File: config.mk
export PLATFORM = sky130hd
export DESIGN_NAME = input_fm_buffer_top
export DESIGN_NICKNAME = d
export VERILOG_FILES = /design/src/common/fm_tile_pkg.sv /design/src/common/fm_bus_pkg.sv /design/src/input_fm/input_fm_loader.sv /design/src/input_fm/input_fm_bank.sv /design/src/input_fm/input_fm_reader.sv /design/src/rtl/input_fm_buffer_top.sv
export SDC_FILE = /design/constraint.sdc
export NUM_CORES = 2
export LEC_CHECK = 0
export BUFFER_PORTS_ARGS = -buffer_cell sky130_fd_sc_hd__buf_2
export CAP_MARGIN = 20
export CORE_ASPECT_RATIO = 1.1
export CORE_UTILIZATION = 49
export CTS_CLUSTER_SIZE = 30
export DETAILED_ROUTE_END_ITERATION = 10
export PLACE_DENSITY = 0.63
export SETUP_SLACK_MARGIN = 0.5
export SLEW_MARGIN = 5
export SYNTH_ARGS = -nofsm -noshare
export SYNTH_HDL_FRONTEND = slang
export SYNTH_MEMORY_MAX_BITS = 65536
export SYNTH_SLANG_ARGS = --single-unit
export TNS_END_PERCENT = 20
File: constraint.sdc
create_clock -name clk -period 6.2 [get_ports clk]
set_input_delay 0.93 -clock clk [delete_from_list [all_inputs] [get_ports clk]]
set_output_delay 0.93 -clock clk [all_outputs]
set_load 0.01 [all_outputs]
File: src/common/fm_tile_pkg.sv
// tile geometry defaults; TM must be a multiple of X_BANKS and the top level may override all four
`default_nettype none

package fm_tile_pkg;

    // default tile shape
    parameter int TM      = 8;  // channels per tile
    parameter int TR      = 4;  // rows per channel
    parameter int TC      = 4;  // columns per channel
    parameter int X_BANKS = 4;  // channel c lives in bank c mod X_BANKS

    // width of a counter or address for n distinct values, never below 1
    function automatic int addr_w(input int n);
        int w;
        w = (n > 1) ? $clog2(n) : 1;
        return w;
    endfunction

    // words one bank has to hold for a full tile
    function automatic int bank_words(
        input int tm,
        input int tr,
        input int tc,
        input int xb
    );
        int w;
        w = (tm / xb) * tr * tc;
        return w;
    endfunction

    // derived from the defaults
    parameter int BANK_WORDS = bank_words(TM, TR, TC, X_BANKS);
    parameter int BANK_AW    = addr_w(BANK_WORDS);
    parameter int CH_W       = addr_w(TM);  // width of a channel number

endpackage

`default_nettype wire

File: src/common/fm_bus_pkg.sv
// bus and stream widths; the whole datapath carries one fixed 32-bit word
`default_nettype none

package fm_bus_pkg;

    // data word on wishbone, in the banks and on the stream
    parameter int DW = 32;

    typedef logic [DW-1:0] word_t;

    // wishbone address width
    // loading is strictly sequential so the address
    // is taken on the bus but never decoded
    parameter int WB_AW = 8;

endpackage

`default_nettype wire

File: src/input_fm/input_fm_loader.sv
// wishbone classic write-only slave; address and byte selects ignored, one idle cycle between words
`timescale 1ns/1ps
`default_nettype none

module input_fm_loader #(
    parameter int TM      = fm_tile_pkg::TM,
    parameter int TR      = fm_tile_pkg::TR,
    parameter int TC      = fm_tile_pkg::TC,
    parameter int X_BANKS = fm_tile_pkg::X_BANKS
) (
    input  wire logic                           clk,
    input  wire logic                           arst_n,
    // wishbone classic slave
    input  wire logic                           wb_cyc,
    input  wire logic                           wb_stb,
    input  wire logic                           wb_we,
    input  wire logic [fm_bus_pkg::WB_AW-1:0]   wb_adr,   // not decoded, loading is sequential
    input  wire fm_bus_pkg::word_t              wb_dat_w,
    output logic                                wb_ack,
    output logic                                wb_err,
    // tile control
    input  wire logic                           tile_release,
    output logic                                tile_loaded,
    // to the banks
    output logic [X_BANKS-1:0]                  bank_wr_en,
    output fm_bus_pkg::word_t                   bank_wr_data
);

    localparam int WPC   = TR * TC;                      // words per channel
    localparam int WC_W  = fm_tile_pkg::addr_w(WPC);
    localparam int CHC_W = fm_tile_pkg::addr_w(TM);

    logic             req;          // new request, not the one already answered
    logic             accept;       // write that gets stored
    logic             full;         // last word taken, refuse the rest
    logic [WC_W-1:0]  word_cnt;     // position in current channel
    logic [CHC_W-1:0] ch_cnt;       // current channel
    logic             last_word;
    logic [X_BANKS-1:0] bank_sel;   // one-hot strobe for ch_cnt mod X_BANKS

    // the request stays up during the ack cycle, so mask it there
    assign req       = wb_cyc & wb_stb & ~wb_ack & ~wb_err;
    assign accept    = req & wb_we & ~full & ~tile_release;
    assign last_word = (word_cnt == WC_W'(WPC - 1));

    always_comb begin
        bank_sel = '0;
        bank_sel[ch_cnt % X_BANKS] = 1'b1;
    end

    // ack/err, strobes and counters
    always_ff @(posedge clk or negedge arst_n) begin
        if (!arst_n) begin
            wb_ack      <= 1'b0;
            wb_err      <= 1'b0;
            bank_wr_en  <= '0;
            word_cnt    <= '0;
            ch_cnt      <= '0;
            full        <= 1'b0;
            tile_loaded <= 1'b0;
        end else begin
            wb_ack     <= accept;
            wb_err     <= req & ~accept;                 // reads, overflow, write during release
            bank_wr_en <= accept ? bank_sel : '0;
            tile_loaded <= full;                         // one cycle after the final ack
            if (tile_release) begin
                word_cnt    <= '0;
                ch_cnt      <= '0;
                full        <= 1'b0;
                tile_loaded <= 1'b0;
            end else if (accept) begin
                if (last_word) begin
                    word_cnt <= '0;
                    ch_cnt   <= ch_cnt + 1'b1;
                    if (ch_cnt == CHC_W'(TM - 1)) begin
                        full   <= 1'b1;                  // tile complete
                        ch_cnt <= '0;
                    end
                end else begin
                    word_cnt <= word_cnt + 1'b1;
                end
            end
        end
    end

    // payload, shared by all banks
    always_ff @(posedge clk) begin
        if (accept) begin
            bank_wr_data <= wb_dat_w;
        end
    end

endmodule

`default_nettype wire

File: src/input_fm/input_fm_bank.sv
// one bank; writes must arrive strictly in order, read data comes two clocks after the address
`timescale 1ns/1ps
`default_nettype none

module input_fm_bank #(
    parameter int TM      = fm_tile_pkg::TM,
    parameter int TR      = fm_tile_pkg::TR,
    parameter int TC      = fm_tile_pkg::TC,
    parameter int X_BANKS = fm_tile_pkg::X_BANKS,
    localparam int BANK_WORDS = fm_tile_pkg::bank_words(TM, TR, TC, X_BANKS),
    localparam int BANK_AW    = fm_tile_pkg::addr_w(BANK_WORDS)
) (
    input  wire logic                clk,
    input  wire logic                arst_n,
    input  wire logic                wr_en,
    input  wire fm_bus_pkg::word_t   wr_data,
    input  wire logic                tile_release,   // rewinds the write address
    input  wire logic [BANK_AW-1:0]  rd_addr,
    output fm_bus_pkg::word_t        rd_data
);

    logic               wr_en_q;
    fm_bus_pkg::word_t  wr_data_q;
    logic [BANK_AW-1:0] wr_addr;      // next free slot
    logic [BANK_AW-1:0] rd_addr_q;

    fm_bus_pkg::word_t  mem [BANK_WORDS];

    // write strobe and address counter
    always_ff @(posedge clk or negedge arst_n) begin
        if (!arst_n) begin
            wr_en_q <= 1'b0;
            wr_addr <= '0;
        end else begin
            wr_en_q <= wr_en;
            if (tile_release) begin
                wr_addr <= '0;
            end else if (wr_en_q) begin
                // wrap keeps the counter in range
                wr_addr <= (wr_addr == BANK_AW'(BANK_WORDS - 1)) ? '0 : wr_addr + 1'b1;
            end
        end
    end

    // memory with registered read address and registered output
    // same-address read and write in one cycle returns old data
    always_ff @(posedge clk) begin
        wr_data_q <= wr_data;
        rd_addr_q <= rd_addr;
        rd_data   <= mem[rd_addr_q];
        if (wr_en_q) begin
            mem[wr_addr] <= wr_data_q;
        end
    end

endmodule

`default_nettype wire

File: src/input_fm/input_fm_reader.sv
// streams one channel of a loaded tile; the host must hold out_ready legal per valid/ready rules
`timescale 1ns/1ps
`default_nettype none

module input_fm_reader #(
    parameter int TM      = fm_tile_pkg::TM,
    parameter int TR      = fm_tile_pkg::TR,
    parameter int TC      = fm_tile_pkg::TC,
    parameter int X_BANKS = fm_tile_pkg::X_BANKS,
    localparam int BANK_AW = fm_tile_pkg::addr_w(fm_tile_pkg::bank_words(TM, TR, TC, X_BANKS)),
    localparam int CH_W    = fm_tile_pkg::addr_w(TM)
) (
    input  wire logic                clk,
    input  wire logic                arst_n,
    input  wire logic                tile_loaded,
    // command
    input  wire logic                rd_start,
    input  wire logic [CH_W-1:0]     rd_ch,
    output logic                     rd_busy,
    // bank side
    output logic [BANK_AW-1:0]       bank_rd_addr,   // shared by all banks
    input  wire fm_bus_pkg::word_t   bank_rd_data [X_BANKS],
    // stream out
    output logic                     out_valid,
    output fm_bus_pkg::word_t        out_data,
    input  wire logic                out_ready
);

    localparam int N     = TR * TC;                       // words per channel
    localparam int CNT_W = fm_tile_pkg::addr_w(N + 1);
    localparam int SEL_W = fm_tile_pkg::addr_w(X_BANKS);

    logic               start_ok;
    logic [SEL_W-1:0]   sel_q;       // latched bank
    logic [BANK_AW-1:0] base_q;      // channel start inside that bank
    logic [CNT_W-1:0]   iss_cnt;     // addresses issued
    logic [CNT_W-1:0]   out_cnt;     // words handed over
    logic               issue;
    logic               v1;          // address taken by the bank
    logic               v2;          // bank data valid now
    logic [2:0]         occ;         // in flight plus buffered, after this cycle's handshake
    fm_bus_pkg::word_t  rd_word;
    fm_bus_pkg::word_t  buf_q [2];   // skid buffer
    logic               wr_ptr;
    logic               rd_ptr;
    logic [1:0]         fifo_cnt;
    logic               fifo_empty;
    logic               push;
    logic               pop;
    logic               hs;

    assign start_ok = rd_start & ~rd_busy & tile_loaded;   // ignored otherwise

    assign rd_word    = bank_rd_data[sel_q];
    assign fifo_empty = (fifo_cnt == 2'd0);

    // empty buffer passes bank data straight through
    assign out_valid = ~fifo_empty | v2;
    assign out_data  = fifo_empty ? rd_word : buf_q[rd_ptr];
    assign hs        = out_valid & out_ready;
    assign pop       = ~fifo_empty & out_ready;
    assign push      = v2 & ~(fifo_empty & out_ready);   // v2 word not taken directly

    // throttle so nothing issued can overflow the 2-entry buffer
    assign occ   = 3'(v1) + 3'(v2) + 3'(fifo_cnt) - 3'(hs);
    assign issue = rd_busy & (iss_cnt != CNT_W'(N)) & (occ <= 3'd1);

    assign bank_rd_addr = base_q + BANK_AW'(iss_cnt);

    // sequencer and pipeline control
    always_ff @(posedge clk or negedge arst_n) begin
        if (!arst_n) begin
            rd_busy  <= 1'b0;
            sel_q    <= '0;
            base_q   <= '0;
            iss_cnt  <= '0;
            out_cnt  <= '0;
            v1       <= 1'b0;
            v2       <= 1'b0;
            wr_ptr   <= 1'b0;
            rd_ptr   <= 1'b0;
            fifo_cnt <= 2'd0;
        end else begin
            v1       <= issue;
            v2       <= v1;
            fifo_cnt <= fifo_cnt + 2'(push) - 2'(pop);
            if (push) wr_ptr <= ~wr_ptr;
            if (pop) rd_ptr <= ~rd_ptr;
            if (start_ok) begin
                rd_busy <= 1'b1;
                sel_q   <= SEL_W'(rd_ch % X_BANKS);
                base_q  <= BANK_AW'((rd_ch / X_BANKS) * N);
                iss_cnt <= '0;
                out_cnt <= '0;
            end else begin
                if (issue) iss_cnt <= iss_cnt + 1'b1;
                if (hs) begin
                    out_cnt <= out_cnt + 1'b1;
                    if (out_cnt == CNT_W'(N - 1)) begin
                        rd_busy <= 1'b0;                 // last word gone
                    end
                end
            end
        end
    end

    // buffer storage
    always_ff @(posedge clk) begin
        if (push) begin
            buf_q[wr_ptr] <= rd_word;
        end
    end

endmodule

`default_nettype wire

File: src/rtl/input_fm_buffer_top.sv
// input feature map buffer; one tile at a time, TM a multiple of X_BANKS, writes only on wishbone
`timescale 1ns/1ps
`default_nettype none

module input_fm_buffer_top #(
    parameter int TM      = fm_tile_pkg::TM,
    parameter int TR      = fm_tile_pkg::TR,
    parameter int TC      = fm_tile_pkg::TC,
    parameter int X_BANKS = fm_tile_pkg::X_BANKS,
    localparam int BANK_AW = fm_tile_pkg::addr_w(fm_tile_pkg::bank_words(TM, TR, TC, X_BANKS)),
    localparam int CH_W    = fm_tile_pkg::addr_w(TM)
) (
    input  wire logic                          clk,
    input  wire logic                          arst_n,
    // wishbone from host
    input  wire logic                          wb_cyc,
    input  wire logic                          wb_stb,
    input  wire logic                          wb_we,
    input  wire logic [fm_bus_pkg::WB_AW-1:0]  wb_adr,
    input  wire fm_bus_pkg::word_t             wb_dat_w,
    output logic                               wb_ack,
    output logic                               wb_err,
    // tile state
    input  wire logic                          tile_release,
    output logic                               tile_loaded,
    // read command
    input  wire logic                          rd_start,
    input  wire logic [CH_W-1:0]               rd_ch,
    output logic                               rd_busy,
    // stream out
    output logic                               out_valid,
    output fm_bus_pkg::word_t                  out_data,
    input  wire logic                          out_ready
);

    logic [X_BANKS-1:0] bank_wr_en;
    fm_bus_pkg::word_t  bank_wr_data;
    logic [BANK_AW-1:0] bank_rd_addr;
    fm_bus_pkg::word_t  bank_rd_data [X_BANKS];

    input_fm_loader #(
        .TM(TM), .TR(TR), .TC(TC), .X_BANKS(X_BANKS)
    ) u_loader (
        .clk          (clk),
        .arst_n       (arst_n),
        .wb_cyc       (wb_cyc),
        .wb_stb       (wb_stb),
        .wb_we        (wb_we),
        .wb_adr       (wb_adr),
        .wb_dat_w     (wb_dat_w),
        .wb_ack       (wb_ack),
        .wb_err       (wb_err),
        .tile_release (tile_release),
        .tile_loaded  (tile_loaded),
        .bank_wr_en   (bank_wr_en),
        .bank_wr_data (bank_wr_data)
    );

    // one bank per strobe bit, all share data and read address
    for (genvar k = 0; k < X_BANKS; k++) begin : g_bank
        input_fm_bank #(
            .TM(TM), .TR(TR), .TC(TC), .X_BANKS(X_BANKS)
        ) u_bank (
            .clk          (clk),
            .arst_n       (arst_n),
            .wr_en        (bank_wr_en[k]),
            .wr_data      (bank_wr_data),
            .tile_release (tile_release),
            .rd_addr      (bank_rd_addr),
            .rd_data      (bank_rd_data[k])
        );
    end

    input_fm_reader #(
        .TM(TM), .TR(TR), .TC(TC), .X_BANKS(X_BANKS)
    ) u_reader (
        .clk          (clk),
        .arst_n       (arst_n),
        .tile_loaded  (tile_loaded),
        .rd_start     (rd_start),
        .rd_ch        (rd_ch),
        .rd_busy      (rd_busy),
        .bank_rd_addr (bank_rd_addr),
        .bank_rd_data (bank_rd_data),
        .out_valid    (out_valid),
        .out_data     (out_data),
        .out_ready    (out_ready)
    );

endmodule

`default_nettype wire

==> results_dict.tcl <==
set metrics [dict create \
    status "finished clean" \
    cts_setup_buffers 0 \
    endpoint_kind "primary output" \
    crit_path_start_kind "flop" \
    regArea_mm2 0.131 \
    grt_pass1_vias 79000 \
    clock_path_buffers 4 \
    max-slew-margin-rel 0.259 \
    syn-instance-count 7118 \
    period_share 0.670 \
    cp.required_ns 5.27 \
    num_vias 77800 \
    synth.top_cell.area_share 0.768 \
    portBuffers 79 \
    grt_use_total 0.253 \
    synth_edf_count 4192 \
    gp_congestion 0.798 \
    ys_types 49 \
    rsz0062_at_grt "no" \
    insertion_delay_ns 0.97 \
    vias_per_cell 6.34 \
    area_growth_pct 13.2 \
    power_leakage_nw 56.2 \
    cts_buffers 432 \
    post-route-min-period_ns 4.15 \
    placed_cells 11400 \
    ant_nets 0 \
    async_flop_share 0.0134 \
    die_x_um 554 \
    fin_skew_ns 0.0455 \
    htree_levels 5 \
    totalWireLength_mm 427 \
    root_buffer "clkbuf_16" \
    fmax_mhz 241 \
    grt_first_pass_wirelength_mm 597 \
    place_area_mm2 0.171 \
    irDropWorstVdd_v 0.000230 \
    wl_per_cell_um 34.8 \
    setup_viol 0 \
    overflow 0 \
    synth_seq_cells 4416 \
    drc_errors 0 \
    ys.flop_type "edfxtp_1" \
    hold_buffers 1 \
    syn_nets 7206 \
    fp.dieH_um 609 \
    cts_tree "built" \
    grt_max_degree 124 \
    core_mm2 0.333 \
    dr.pass1.iters 6 \
    worst_slew_pin_slew_ns 1.10 \
    io_pins 88 \
    synth_area_leaders "edfxtp_1 77%, mux4_2 14%, dfxtp_1 2.0%, o22ai_1 1.8%, mux2i_1 0.92%" \
    n_fill_cell 24200 \
    cts.clk_slew.worst_paths_ns 0.06 \
    drive_gt1_frac 0.278 \
    drtIter0Drc 9627 \
    seq_area_frac_synth 0.797 \
    fin_nets 7588 \
    fin_area_mm2 0.186 \
    final_cells 12300 \
    start_util 0.493 \
    hold_class "in2reg" \
    syn-cell-area_mm2 0.164 \
    yosys_warnings 0 \
    cp_data_arrival_time_ns 3.22 \
    multiInputGateArea_mm2 0.0320 \
    hold-worst-slack_ns 0.161 \
    tns_ns 0 \
    report.final.slew_viol_count 0 \
    antenna_found_initial 30 \
    worstPathMaxFanout 22 \
    critical_path_class "reg2out" \
    hpwl_mm 238 \
    fp-row-count 222 \
    postSynthAreaPerCell_um2 23.0 \
    cellPowerDensity_mw_per_mm2 323 \
    hold_viol 0 \
    clock-sinks 4416 \
    maxCapViolations 0 \
    dieArea_mm2 0.337 \
    cts_resized 0 \
    yosys.area.top_type "edfxtp_1" \
]
[Yosys cell counts, types with 6 or more instances]
cell	n
or3_1	8
o22ai_1	460
ha_1	36
buf_2	142
dfxtp_1	165
buf_1	20
nor2b_1	8
xor2_1	7
a22oi_1	81
edfxtp_1	4192
nand3_1	34
nand2_1	68
buf_4	55
or3b_2	7
and3_1	10
buf_6	48
mux4_2	1004
clkbuf_4	6
o21ai_0	41
nand3b_1	13
mux2i_1	150
xnor2_1	8
inv_1	21
nor2_1	179
and2_1	7
a21oi_1	9
nand4_1	15
nor4_1	115
dfrtp_1	59
clkbuf_1	118
[final timing paths]
| kind | start | slack (ns) | end | cells past startpoint |
|---|---|---|---|---|
| hold / removal | wb_dat_w[3] | 0.16 | u_loader.bank_wr_data[3] | 1 |
| max in group asynchronous | arst_n | 4.62 | u_reader.rd_ptr | 3 |
| hold reg to reg | u_loader.bank_wr_data[0] | 0.33 | g_bank[3].u_bank.wr_data_q[0] | 0 |
| setup / recovery | u_reader.sel_q[0] | 2.05 | out_data[3] | 5 |
| setup reg to reg | g_bank[3].u_bank.rd_addr_q[4] | 2.21 | g_bank[3].u_bank.rd_data[4] | 6 |
| min in group asynchronous | arst_n | 0.43 | u_loader.bank_wr_en[1] | 2 |
[cells by family after synthesis]
group                      count (synthesis)  share of synthesized area
DFF                                     4416                      0.797
AOI/OAI and AO/OA                        597                     0.0231
buffers and inverters                    412                     0.0143
and+or+nand+nor                          483                     0.0148
xor gates and xnor gates                  15                   0.000801
muxes                                   1158                      0.147
adders and majority gates                 37                    0.00287
[report_power, final]
group / total (W) / internal, W / switching, W
clock: 0.0268 / 0.0156 / 0.0112
combinational: 0.000685 / 0.000257 / 0.000428
sequential: 0.0325 / 0.0323 / 0.000144
[area by class of cell]
| cell class | count | area share |
|---|---|---|
| Multi-Input combinational cell | 2290 | 0.173 |
| Sequential cell | 4416 | 0.705 |
| Clock buffer | 581 | 0.0646 |
| Tap cell | 4368 | 0.0295 |
| Antenna cell | 19 | 0.000256 |
| Timing Repair Buffer | 339 | 0.0140 |
| Clock inverter | 237 | 0.0137 |
| Inverter | 21 | 0.000425 |
[cell usage in the layout (no fill, tap or decap), drive strengths merged, types with 9 or more instances in the layout]
cell / n
bufinv: 48
dfxtp: 165
a21oi: 9
nand4: 15
nand3b: 13
o21ai: 41
clkinv: 167
inv: 32
buf: 338
clkinvlp: 11
dfrtp: 59
nor4: 117
nor2: 180
ha: 36
nand2: 68
mux4: 1004
diode: 19
a22oi: 81
nand3: 34
clkbuf: 581
and3: 10
mux2i: 150
edfxtp: 4192
o22ai: 460
[routing by layer]
metal,vias up,track usage,share of wire,wire [um]
met2,3765,0.413,0.49,210000
met5,-,0,0.00020,86
met4,12,0.0810,0.034,14700
met3,671,0.0512,0.092,39400
met1,42100,0.344,0.38,163000
li1,31200,-,-,-
[sequential cells by signal (all words and copies together) (netlist names), 2 cells and up]
register / count
g_bank.u_bank.mem: 4096
g_bank.u_bank.rd_addr_q: 5
g_bank.u_bank.rd_data: 128
g_bank.u_bank.wr_addr: 20
g_bank.u_bank.wr_data_q: 32
g_bank.u_bank.wr_en_q: 4
u_loader.bank_wr_data: 32
u_loader.bank_wr_en: 4
u_loader.ch_cnt: 3
u_loader.word_cnt: 4
u_reader.buf_q: 64
u_reader.fifo_cnt: 2
u_reader.iss_cnt: 5
u_reader.out_cnt: 5
u_reader.sel_q: 2
[worst max-delay path, cell delays in order, from the launching register on]
cell     delay (ns)
dfrtp_2        0.58
buf_4          0.51
mux4_2         0.72
nand2_1        0.10
o21ai_0        0.13
buf_2          0.19
[per-stage QoR]
step	util	power [W]	setup WS, ns
after detailed placement	0.514	0.0338	2.29
after CTS	0.557	0.0602	1.95
after floorplan	-	0.0335	2.96
final	0.558	0.0599	2.05
after global routing	0.558	0.0614	1.83
after global placement	0.514	0.0338	2.37
(Power assumes the default switching activity.)
